==> src/spy_pkg.sv <==
// Spy bus definitions
package spy_pkg;

   localparam int spy_data_w = 16;
   localparam int spy_addr_w = 3;

   typedef enum logic [spy_addr_w-1:0] {
      reg_scratch1    = 3'd0,
      reg_mode        = 3'd1,
      reg_clk         = 3'd2,
      reg_opc         = 3'd3,
      reg_status      = 3'd4,
      reg_pc          = 3'd5,
      reg_scratch2    = 3'd6,
      reg_set_promdis = 3'd7
   } spy_reg_e;

   localparam int mode_promdisable = 5;
   localparam int mode_trapenb     = 4;
   localparam int mode_stathenb    = 3;
   localparam int mode_errstop     = 2;

   localparam int clk_ldstat = 4;
   localparam int clk_idebug = 3;
   localparam int clk_nop11  = 2;
   localparam int clk_step   = 1;
   localparam int clk_run    = 0;

   localparam int opc_opcinh   = 2;
   localparam int opc_opcclk   = 1;
   localparam int opc_lpc_hold = 0;

   localparam int stat_machrun      = 0;
   localparam int stat_srun         = 1;
   localparam int stat_sstep        = 2;
   localparam int stat_ssdone       = 3;
   localparam int stat_stathalt     = 4;
   localparam int stat_promdisabled = 5;

endpackage

==> src/machine_pkg.sv <==
// Machine cycle definitions
package machine_pkg;

   localparam int pc_w = 16;

   localparam logic [15:0] scratch_reset = 16'h1234;
   localparam logic [pc_w-1:0] pc_reset = '0;

   typedef enum logic [1:0] {
      cyc_fetch   = 2'd0,
      cyc_execute = 2'd1,
      cyc_write   = 2'd2
   } cycle_state_e;

endpackage

==> src/spy_load_if.sv <==
// Spy register load strobes
`timescale 1ns/1ns

interface spy_load_if;

   logic ldmode;
   logic ldclk;
   logic ldopc;
   logic ldscratch;
   logic set_promdisable;
   logic [spy_pkg::spy_data_w-1:0] wdata;

   modport decode
   (
      output ldmode, ldclk, ldopc, ldscratch, set_promdisable, wdata
   );

   modport control
   (
      input ldmode, ldclk, ldopc, ldscratch, set_promdisable, wdata
   );

   modport monitor
   (
      input ldmode, ldclk, ldopc, ldscratch, set_promdisable, wdata
   );

endinterface

==> src/spy_decode.sv <==
// Spy write decoder
`timescale 1ns/1ns

module spy_decode
(
   input  logic                           clk,
   input  logic                           reset,
   input  logic                           spy_wr,
   input  spy_pkg::spy_reg_e              spy_addr,
   input  logic [spy_pkg::spy_data_w-1:0] spy_wdata,
   spy_load_if.decode                     load
);

   always_comb
   begin
      load.ldmode          = 1'b0;
      load.ldclk           = 1'b0;
      load.ldopc           = 1'b0;
      load.ldscratch       = 1'b0;
      load.set_promdisable = 1'b0;
      if (spy_wr)
      begin
         case (spy_addr)
            spy_pkg::reg_scratch1,
            spy_pkg::reg_scratch2:    load.ldscratch = 1'b1; // two aliases, one register.
            spy_pkg::reg_mode:        load.ldmode = 1'b1;
            spy_pkg::reg_clk:         load.ldclk = 1'b1;
            spy_pkg::reg_opc:         load.ldopc = 1'b1;
            spy_pkg::reg_set_promdis: load.set_promdisable = 1'b1;
            default:                  ; // status and pc are read only.
         endcase
      end
   end

   assign load.wdata = spy_wdata;

   // a single write never loads two registers
   a_one_strobe: assert property (@(posedge clk) disable iff (reset)
      $onehot0({load.ldmode, load.ldclk, load.ldopc, load.ldscratch,
                load.set_promdisable}));

endmodule

==> src/overlord_control.sv <==
// Overlord run control
`timescale 1ns/1ns

module overlord_control
(
   input  logic                           clk,
   input  logic                           reset,
   spy_load_if.control                    load,
   input  logic                           boot,
   input  logic                           errhalt,
   input  logic                           waiting,
   input  logic                           statstop,
   input  logic                           state_fetch,
   output logic [spy_pkg::spy_data_w-1:0] scratch,
   output logic [spy_pkg::spy_data_w-1:0] mode_bits,
   output logic [spy_pkg::spy_data_w-1:0] clk_bits,
   output logic [spy_pkg::spy_data_w-1:0] opc_bits,
   output logic [spy_pkg::spy_data_w-1:0] status_bits,
   output logic                           run,
   output logic                           machrun,
   output logic                           stathalt,
   output logic                           promdisabled
);

   logic promdisable, trapenb, stathenb, errstop;
   logic ldstat, idebug, nop11, step;
   logic opcinh, opcclk, lpc_hold;
   logic srun, sstep, ssdone;
   logic step_active;

   always_ff @(posedge clk)
   begin
      if (reset)
      begin
         promdisable <= 1'b0;
         trapenb     <= 1'b0;
         stathenb    <= 1'b0;
         errstop     <= 1'b0;
      end
      else if (load.ldmode)
      begin
         promdisable <= load.wdata[spy_pkg::mode_promdisable];
         trapenb     <= load.wdata[spy_pkg::mode_trapenb];
         stathenb    <= load.wdata[spy_pkg::mode_stathenb];
         errstop     <= load.wdata[spy_pkg::mode_errstop];
      end
      else if (load.set_promdisable)
         promdisable <= 1'b1;
   end

   always_ff @(posedge clk)
   begin
      if (reset)
         scratch <= machine_pkg::scratch_reset;
      else if (load.ldscratch)
         scratch <= load.wdata;
   end

   always_ff @(posedge clk)
   begin
      if (reset)
      begin
         opcinh   <= 1'b0;
         opcclk   <= 1'b0;
         lpc_hold <= 1'b0;
         ldstat   <= 1'b0;
         idebug   <= 1'b0;
         nop11    <= 1'b0;
         step     <= 1'b0;
         run      <= 1'b0;
      end
      else
      begin
         if (load.ldopc)
         begin
            opcinh   <= load.wdata[spy_pkg::opc_opcinh];
            opcclk   <= load.wdata[spy_pkg::opc_opcclk];
            lpc_hold <= load.wdata[spy_pkg::opc_lpc_hold];
         end
         if (load.ldclk)
         begin
            ldstat <= load.wdata[spy_pkg::clk_ldstat];
            idebug <= load.wdata[spy_pkg::clk_idebug];
            nop11  <= load.wdata[spy_pkg::clk_nop11];
            step   <= load.wdata[spy_pkg::clk_step];
         end
         if (boot)
            run <= 1'b1; // boot wins over a clock write.
         else if (load.ldclk)
            run <= load.wdata[spy_pkg::clk_run];
      end
   end

   // a step stops at the first fetch after the machine has moved
   always_ff @(posedge clk)
   begin
      if (reset)
      begin
         srun         <= 1'b0;
         sstep        <= 1'b0;
         ssdone       <= 1'b0;
         step_active  <= 1'b0;
         promdisabled <= 1'b0;
      end
      else
      begin
         srun         <= run;
         sstep        <= step;
         step_active  <= sstep & ~ssdone;
         promdisabled <= promdisable;
         if (!sstep && step)
            ssdone <= 1'b0; // new step request.
         else if (state_fetch && step_active)
            ssdone <= sstep;
      end
   end

   assign stathalt = statstop & stathenb;
   assign machrun  = (sstep & ~ssdone) | (srun & ~errhalt & ~waiting & ~stathalt);

   always_comb
   begin
      mode_bits   = '0;
      clk_bits    = '0;
      opc_bits    = '0;
      status_bits = '0;
      mode_bits[spy_pkg::mode_promdisable]    = promdisable;
      mode_bits[spy_pkg::mode_trapenb]        = trapenb;
      mode_bits[spy_pkg::mode_stathenb]       = stathenb;
      mode_bits[spy_pkg::mode_errstop]        = errstop;
      clk_bits[spy_pkg::clk_ldstat]           = ldstat;
      clk_bits[spy_pkg::clk_idebug]           = idebug;
      clk_bits[spy_pkg::clk_nop11]            = nop11;
      clk_bits[spy_pkg::clk_step]             = step;
      clk_bits[spy_pkg::clk_run]              = run;
      opc_bits[spy_pkg::opc_opcinh]           = opcinh;
      opc_bits[spy_pkg::opc_opcclk]           = opcclk;
      opc_bits[spy_pkg::opc_lpc_hold]         = lpc_hold;
      status_bits[spy_pkg::stat_machrun]      = machrun;
      status_bits[spy_pkg::stat_srun]         = srun;
      status_bits[spy_pkg::stat_sstep]        = sstep;
      status_bits[spy_pkg::stat_ssdone]       = ssdone;
      status_bits[spy_pkg::stat_stathalt]     = stathalt;
      status_bits[spy_pkg::stat_promdisabled] = promdisabled;
   end

   a_errhalt_stops: assert property (@(posedge clk) disable iff (reset)
      (errhalt && !sstep) |-> !machrun);

endmodule

==> src/cycle_sequencer.sv <==
// Machine cycle sequencer
`timescale 1ns/1ns

module cycle_sequencer
(
   input  logic                           clk,
   input  logic                           reset,
   input  logic                           machrun,
   output logic                           state_fetch,
   output logic [machine_pkg::pc_w-1:0]   pc,
   output machine_pkg::cycle_state_e      cycle_state
);

   machine_pkg::cycle_state_e next_state;

   always_comb
   begin
      case (cycle_state)
         machine_pkg::cyc_fetch:   next_state = machine_pkg::cyc_execute;
         machine_pkg::cyc_execute: next_state = machine_pkg::cyc_write;
         machine_pkg::cyc_write:   next_state = machine_pkg::cyc_fetch;
         default:                  next_state = machine_pkg::cyc_fetch;
      endcase
   end

   always_ff @(posedge clk)
   begin
      if (reset)
      begin
         cycle_state <= machine_pkg::cyc_fetch;
         pc          <= machine_pkg::pc_reset;
      end
      else if (machrun)
      begin
         cycle_state <= next_state;
         if (cycle_state == machine_pkg::cyc_write)
            pc <= pc + 1'b1; // one instruction done.
      end
   end

   assign state_fetch = machrun && (cycle_state == machine_pkg::cyc_fetch);

   a_pc_on_write: assert property (@(posedge clk) disable iff (reset)
      !(machrun && cycle_state == machine_pkg::cyc_write) |=> $stable(pc));

endmodule

==> src/spy_readback.sv <==
// Spy read multiplexer
`timescale 1ns/1ns

module spy_readback
(
   input  logic                           clk,
   input  logic                           reset,
   input  logic                           spy_rd,
   input  spy_pkg::spy_reg_e              spy_addr,
   input  logic [spy_pkg::spy_data_w-1:0] scratch,
   input  logic [spy_pkg::spy_data_w-1:0] mode_bits,
   input  logic [spy_pkg::spy_data_w-1:0] clk_bits,
   input  logic [spy_pkg::spy_data_w-1:0] opc_bits,
   input  logic [spy_pkg::spy_data_w-1:0] status_bits,
   input  logic [machine_pkg::pc_w-1:0]   pc,
   output logic [spy_pkg::spy_data_w-1:0] spy_rdata,
   output logic                           spy_rd_valid
);

   always_ff @(posedge clk)
   begin
      if (reset)
         spy_rd_valid <= 1'b0;
      else
         spy_rd_valid <= spy_rd;
   end

   always_ff @(posedge clk)
   begin
      if (spy_rd)
      begin
         case (spy_addr)
            spy_pkg::reg_scratch1: spy_rdata <= scratch;
            spy_pkg::reg_mode:     spy_rdata <= mode_bits;
            spy_pkg::reg_clk:      spy_rdata <= clk_bits;
            spy_pkg::reg_opc:      spy_rdata <= opc_bits;
            spy_pkg::reg_status:   spy_rdata <= status_bits;
            spy_pkg::reg_pc:       spy_rdata <= pc;
            default:               spy_rdata <= '0; // write only.
         endcase
      end
   end

endmodule

==> src/cadr_overlord.sv <==
// Overlord top level
`timescale 1ns/1ns

module cadr_overlord
(
   input  logic                           clk,
   input  logic                           reset,
   input  logic                           spy_wr,
   input  logic                           spy_rd,
   input  logic [spy_pkg::spy_addr_w-1:0] spy_addr,
   input  logic [spy_pkg::spy_data_w-1:0] spy_wdata,
   input  logic                           boot,
   input  logic                           errhalt,
   input  logic                           waiting,
   input  logic                           statstop,
   output logic [spy_pkg::spy_data_w-1:0] spy_rdata,
   output logic                           spy_rd_valid,
   output logic                           run,
   output logic                           machrun,
   output logic                           stathalt,
   output logic                           promdisabled,
   output logic [machine_pkg::pc_w-1:0]   pc,
   output logic                           state_fetch
);

   logic [spy_pkg::spy_data_w-1:0] scratch;
   logic [spy_pkg::spy_data_w-1:0] mode_bits;
   logic [spy_pkg::spy_data_w-1:0] clk_bits;
   logic [spy_pkg::spy_data_w-1:0] opc_bits;
   logic [spy_pkg::spy_data_w-1:0] status_bits;

   spy_load_if load ();

   spy_decode u_decode
   (
      .clk       (clk),
      .reset     (reset),
      .spy_wr    (spy_wr),
      .spy_addr  (spy_pkg::spy_reg_e'(spy_addr)),
      .spy_wdata (spy_wdata),
      .load      (load)
   );

   overlord_control u_control
   (
      .clk          (clk),
      .reset        (reset),
      .load         (load),
      .boot         (boot),
      .errhalt      (errhalt),
      .waiting      (waiting),
      .statstop     (statstop),
      .state_fetch  (state_fetch),
      .scratch      (scratch),
      .mode_bits    (mode_bits),
      .clk_bits     (clk_bits),
      .opc_bits     (opc_bits),
      .status_bits  (status_bits),
      .run          (run),
      .machrun      (machrun),
      .stathalt     (stathalt),
      .promdisabled (promdisabled)
   );

   cycle_sequencer u_sequencer
   (
      .clk         (clk),
      .reset       (reset),
      .machrun     (machrun),
      .state_fetch (state_fetch),
      .pc          (pc),
      .cycle_state ()
   );

   spy_readback u_readback
   (
      .clk          (clk),
      .reset        (reset),
      .spy_rd       (spy_rd),
      .spy_addr     (spy_pkg::spy_reg_e'(spy_addr)),
      .scratch      (scratch),
      .mode_bits    (mode_bits),
      .clk_bits     (clk_bits),
      .opc_bits     (opc_bits),
      .status_bits  (status_bits),
      .pc           (pc),
      .spy_rdata    (spy_rdata),
      .spy_rd_valid (spy_rd_valid)
   );

endmodule

==> config.mk <==
export PLATFORM = sky130hd
export DESIGN_NAME = cadr_overlord
export DESIGN_NICKNAME = d
export VERILOG_FILES = /design/src/spy_pkg.sv /design/src/machine_pkg.sv /design/src/spy_load_if.sv /design/src/spy_decode.sv /design/src/overlord_control.sv /design/src/cycle_sequencer.sv /design/src/spy_readback.sv /design/src/cadr_overlord.sv
export SDC_FILE = /design/constraint.sdc
export NUM_CORES = 1
export LEC_CHECK = 0
export BUFFER_PORTS_ARGS = -buffer_cell sky130_fd_sc_hd__buf_2
export CORE_UTILIZATION = 30
export CTS_CLUSTER_DIAMETER = 100
export DETAILED_ROUTE_END_ITERATION = 6
export SLEW_MARGIN = 20
export SYNTH_ARGS = -nofsm -noshare
export SYNTH_HDL_FRONTEND = slang
export SYNTH_HIERARCHICAL = 1
export SYNTH_SLANG_ARGS = --single-unit
==> constraint.sdc <==
create_clock -name clk -period 2.25 [get_ports clk]
set_clock_uncertainty 0.1 [all_clocks]
set_input_delay 0.45 -clock clk [delete_from_list [all_inputs] [get_ports clk]]
set_output_delay 0.45 -clock clk [all_outputs]
set_load 0.05 [all_outputs]
# [Word level (Yosys, flattened, before mapping)]
# Cells that the tools add are included.
[totals] register_bits=68 mem_bits_ro=0 memories=0 out_inout_bits=38 mem_bits_rw=0 input_bits=27 latchBits=0 wordCells=69
[op_classes] mux=16 bitwise_logic=10 n_div=0 multipliers=0 n_lt_le_gt_ge=0 addsub=1 eq_ne=9 reduce_logical=11 shifts=0
[op_table] cell="case mux 16 bit (6 select lines)" count=1
[op_table] cell="adder 16 x 1 -> 16 bit, second input constant" count=1
[op_table] cell="2-to-1 mux 1 bit" count=14
[op_table] cell="equality test 3 bit, second input constant" count=4
[op_table] cell="equality test 3 x 2 -> 1 bit, second input constant" count=2
[op_table] cell="bitwise AND 1 bit" count=5
[op_table] cell="NOT 1 bit" count=4
[op_table] cell="case mux 2 bit (2 select lines)" count=1
[op_table] cell="nonzero test 2 bit" count=2
[op_table] cell="OR reduction 2 bit" count=2
[op_table] cell="equality test 3 x 1 -> 1 bit, second input constant" count=1
[op_table] cell="logical AND 1 bit" count=3
[op_table] cell="zero test 3 bit" count=1
[op_table] cell="equality test 2 x 1 -> 1 bit, second input constant" count=1
[op_table] cell="equality test 2 bit, second input constant" count=1
[op_table] cell="zero test 2 bit" count=1
[op_table] cell="AND reduction 2 bit" count=1
[op_table] cell="zero test 1 bit" count=1
[op_table] cell="bitwise OR 1 bit" count=1

# [Longest topological paths before layout]
[logic_depth] word_depth=7 mapped_depth=7 mapped_depth_nobuf=6

# [Hierarchy]
# Netlist, hierarchy kept.
[by_module_without_submodules] module="overlord_control" cells_per_inst=174 seq_area_each_um2=660.6 n_inst=1 area_per_inst_um2=1676.6
[by_module_without_submodules] module="spy_readback" cells_per_inst=132 seq_area_each_um2=500.5 n_inst=1 area_per_inst_um2=1438.9
[by_module_without_submodules] module="cycle_sequencer" cells_per_inst=94 seq_area_each_um2=360.3 n_inst=1 area_per_inst_um2=872.1
[by_module_without_submodules] module="spy_decode" cells_per_inst=25 seq_area_each_um2=0.0 n_inst=1 area_per_inst_um2=195.2

# [Worst setup path before layout]
# Ideal clock, no wire load.
[synth_path] kind="in2reg" start="input port statstop" end="register u_control.ssdone" stages=6 setup_ns=0.086 required_time_ns=2.064 n_path_buf=0 slack_ns=-1.687 arrival_time_ns=3.751 cell_sequence="and2_1 o22ai_1 inv_1 nor3_1 a21oi_1 a211oi_1"
[synth_between] elab_chain_len=6
[synth_lines] element="start: declaration" line_no="cadr_overlord.sv:15" source="input logic statstop,"
[synth_lines] element="bitwise AND 1 bit" line_no="overlord_control.sv:118" source="assign stathalt = statstop & stathenb;"
[synth_lines] element="NOT 1 bit" line_no="overlord_control.sv:119" source="assign machrun = (sstep & ~ssdone) | (srun & ~errhalt & ~waiting & ~stathalt);"
[synth_lines] element="bitwise AND 1 bit" line_no="overlord_control.sv:119"
[synth_lines] element="bitwise OR 1 bit" line_no="overlord_control.sv:119"
[synth_lines] element="via machrun" line_no="cadr_overlord.sv:19" source="output logic machrun,"
[synth_lines] element="logical AND 1 bit" line_no="cycle_sequencer.sv:41" source="assign state_fetch = machrun && (cycle_state == machine_pkg::cyc_fetch);"
[synth_lines] element="via state_fetch" line_no="cadr_overlord.sv:23" source="output logic state_fetch"
[synth_lines] element="logical AND 1 bit" line_no="overlord_control.sv:113" source="else if (state_fetch && step_active)"
[synth_lines] element="end signal: assignment" line_no="overlord_control.sv:114" source="ssdone <= sstep;"
[synth_lines] element="end: declaration" line_no="overlord_control.sv:28" source="logic srun, sstep, ssdone;"
# The timed path passes the listed nets, and every way through them passes these cells.
# A chain may end at the register's enable or synchronous reset.

# [Worst setup path in the final report]
[layout_path] start="register u_control.srun" end="output port machrun"
[layout_between] elab_chain_len=4
[layout_lines] element="start: declaration" line_no="overlord_control.sv:28"
[layout_lines] element="start signal: assignment" line_no="overlord_control.sv:107" source="srun <= run;"
[layout_lines] element="bitwise AND 1 bit (3 in series)" line_no="overlord_control.sv:119"
[layout_lines] element="bitwise OR 1 bit" line_no="overlord_control.sv:119"
[layout_lines] element="end: declaration" line_no="cadr_overlord.sv:19"
# No other way between the ends.

==> reports/metrics.yaml <==
grt:
  grt_max_degree: 35
  antenna_found_initial: 0
  grt_pass1_wl_um: 14900
  grt_overflow: 0
  grtUsageTotal: 0.135
  grt_pass1_vias: 2853
clock_network:
  clk_pin_slew_ns: 0.05
  holdBufCountCts: 0
  clk_latency_ns: 0.33
  cts_tree: "built"
  cts.sinks: 68
  cts_buffers: 9
  htreeDepth: 3
  clock-root-buffer: "clkbuf_16"
  clockBufferDepth: 2
worst_setup_path:
  path_cells: "or3b_4 -> o22ai_4 -> buf_4 -> buf_2"
  cp_max_fo: 4
  arrival_ns: 1.62
  reg2reg_depth: 7
  cpPeakStageDelay_ns: 0.40
  critical_path_class: "reg2out"
  worst_setup_path_start_kind: "flip-flop"
  slowest_stage: "or3b_4"
  critPathRequiredTime_ns: 1.70
  end_kind: "output pin"
timing:
  fmax_mhz: 461
  min_period_over_period: 0.964
  setup_violations: 0
  finalMaxSlewViolations: 0
  period_needed_ns: 2.17
  finalHoldViolations: 0
  rsz0062_at_grt: "no"
power:
  power_uw: 3010
  peakVddDrop_v: 0.000467
  power_density_nw_per_um2: 658
  cellLeakagePower_uw: 0.00195
placement:
  gp_congestion: 0.796
  place_area_um2: 4290
  dp_hpwl_um: 6790
  portBuffers: 64
synth:
  ys_seq_area_frac: 0.364
  yosys-top-cells-area: "dfxtp_1 25%, buf_4 15%, edfxtp_1 11%"
  synth_edf_count: 16
  synthCells: 425
  ys_ff_latch: 68
  ys_warn_count: 6
  yosysTopAreaCell: "dfxtp_1"
  async_reset_ff_frac: 0
  yosys.area.top_type_share: 0.249
  ys.flop_type: "dfxtp_1"
  syn_area_um2: 4180
  ys_types: 54
  synth_area_per_cell_um2: 9.84
routing:
  drt-initial-drc-count: 138
  drt_wl_total_um: 9030
  antenna_left: 0
  viasPerCell: 4.41
  wl_per_cell_um: 14.1
  drc_errors: 0
  vias: 2815
  drt_first_pass_iters: 4
final_layout:
  area_growth_pct: 9.33
  nNetsFinal: 486
  layout-drive-gt1-share: 0.300
  insertedDiodeCount: 0
  final_common_cell: "buf_2"
  fin_area_um2: 4570
  final_cell_mix: "63 x buf_2, 52 x dfxtp_1, 46 x conb_1"
  fillers: 1391
die:
  fp.dieW_um: 120
  placeableCoreArea_um2: 13400
  die_h_um: 120
  initial_core_util: 0.312
  die-area_um2: 14400
  placementRows: 42
  num_io_pins: 65
worst_hold_path:
  hold_path_class: "in2reg"
  worstHoldPathCells: 2
job:
  cap_viol_max_count: 0
outcome:
  status: "completed"
==> layer usage <==
layer | global-route usage | vias up | wire length (um)
li1 | - | 1433 | -
met1 | 0.159 | 1319 | 3990
met4 | 0.0516 | 0 | 122
met5 | 0 | - | 0
met3 | 0.0295 | 9 | 320
met2 | 0.236 | 54 | 4600
==> Yosys cell counts (all sizes together) (6+ instances only) <==
cell type   n
a21oi      12
nand2      27
a221oi      7
dfxtp      52
nor2b      12
nor2       42
buf        99
nor3        7
and3        6
mux2       22
o221ai      7
xnor2       6
mux2i      38
edfxtp     16
a31oi       7
==> state kept, by name (all words and copies together) (netlist names), 2 cells and up <==
name	cells
u_sequencer/cycle_state	2
u_sequencer/pc	16
u_readback/spy_rdata	16
u_control/scratch	16
==> critical path: cells and delay by family (launching register included) <==
kind	cells	cell delay [ns]
AOI/OAI and AO/OA	1	0.14
buffers and inverters	2	0.41
DFF	1	0.34
and+or+nand+nor	1	0.40
==> path summary, 6_finish.rpt <==
path                                 startpoint                            endpoint  slack, ns
setup / recovery      u_control/srun$_SDFF_PP0_                             machrun       0.08
hold / removal                    spy_wdata[12]  u_control/scratch[12]$_SDFFE_PP1P_       0.24
setup reg to reg      u_control/srun$_SDFF_PP0_     u_sequencer/pc[13]$_SDFFE_PP0P_       0.18
hold reg to reg   u_control/opcinh$_SDFFE_PP0P_       u_control/opcinh$_SDFFE_PP0P_       0.39
==> logic make-up after synthesis <==
group           synth area share
fa+ha+maj                0.00299
compound gates            0.0939
other cells             0.000897
mux                        0.155
buf+inv                    0.191
flops                      0.364
simple gates               0.172
xor+xnor                  0.0209
==> report_power, final <==
group	internal (uW)	switching (uW)	total [uW]
Clock	767	509	1280
Sequential	1300	22.2	1320
Combinational	154	255	409
==> per-stage QoR <==
step	cells	utilization	setup TNS [ns]	hold slack [ns]	setup WS, ns
6_report	639	0.341	0	0.242	0.0821
3_5_place_dp	622	0.320	-0.0203	0.385	-0.0203
3_3_place_gp	622	0.320	0	0.377	0.0284
5_1_grt	639	0.341	0	0.233	0.00524
2_1_floorplan	470	-	-0.745	0.356	-0.161
4_1_cts	639	0.341	0	0.233	0.0638
==> repair_timing <==
item / in CTS / in global routing
endpoints found under the setup margin: 2 / 0
setup buffers: 1 / 0
resized for setup: 1 / 0
==> area by class of cell <==
type	instances	area [um^2]	share of cell area
Multi-Input combinational cell	294	2060	0.451
Clock buffer	11	243	0.0531
Inverter	5	18.8	0.00410
Timing Repair Buffer	80	480	0.105
Clock inverter	5	27.5	0.00602
Tap cell	176	220	0.0482
Sequential cell	68	1520	0.333
Power figures use the tool's default switching activity.
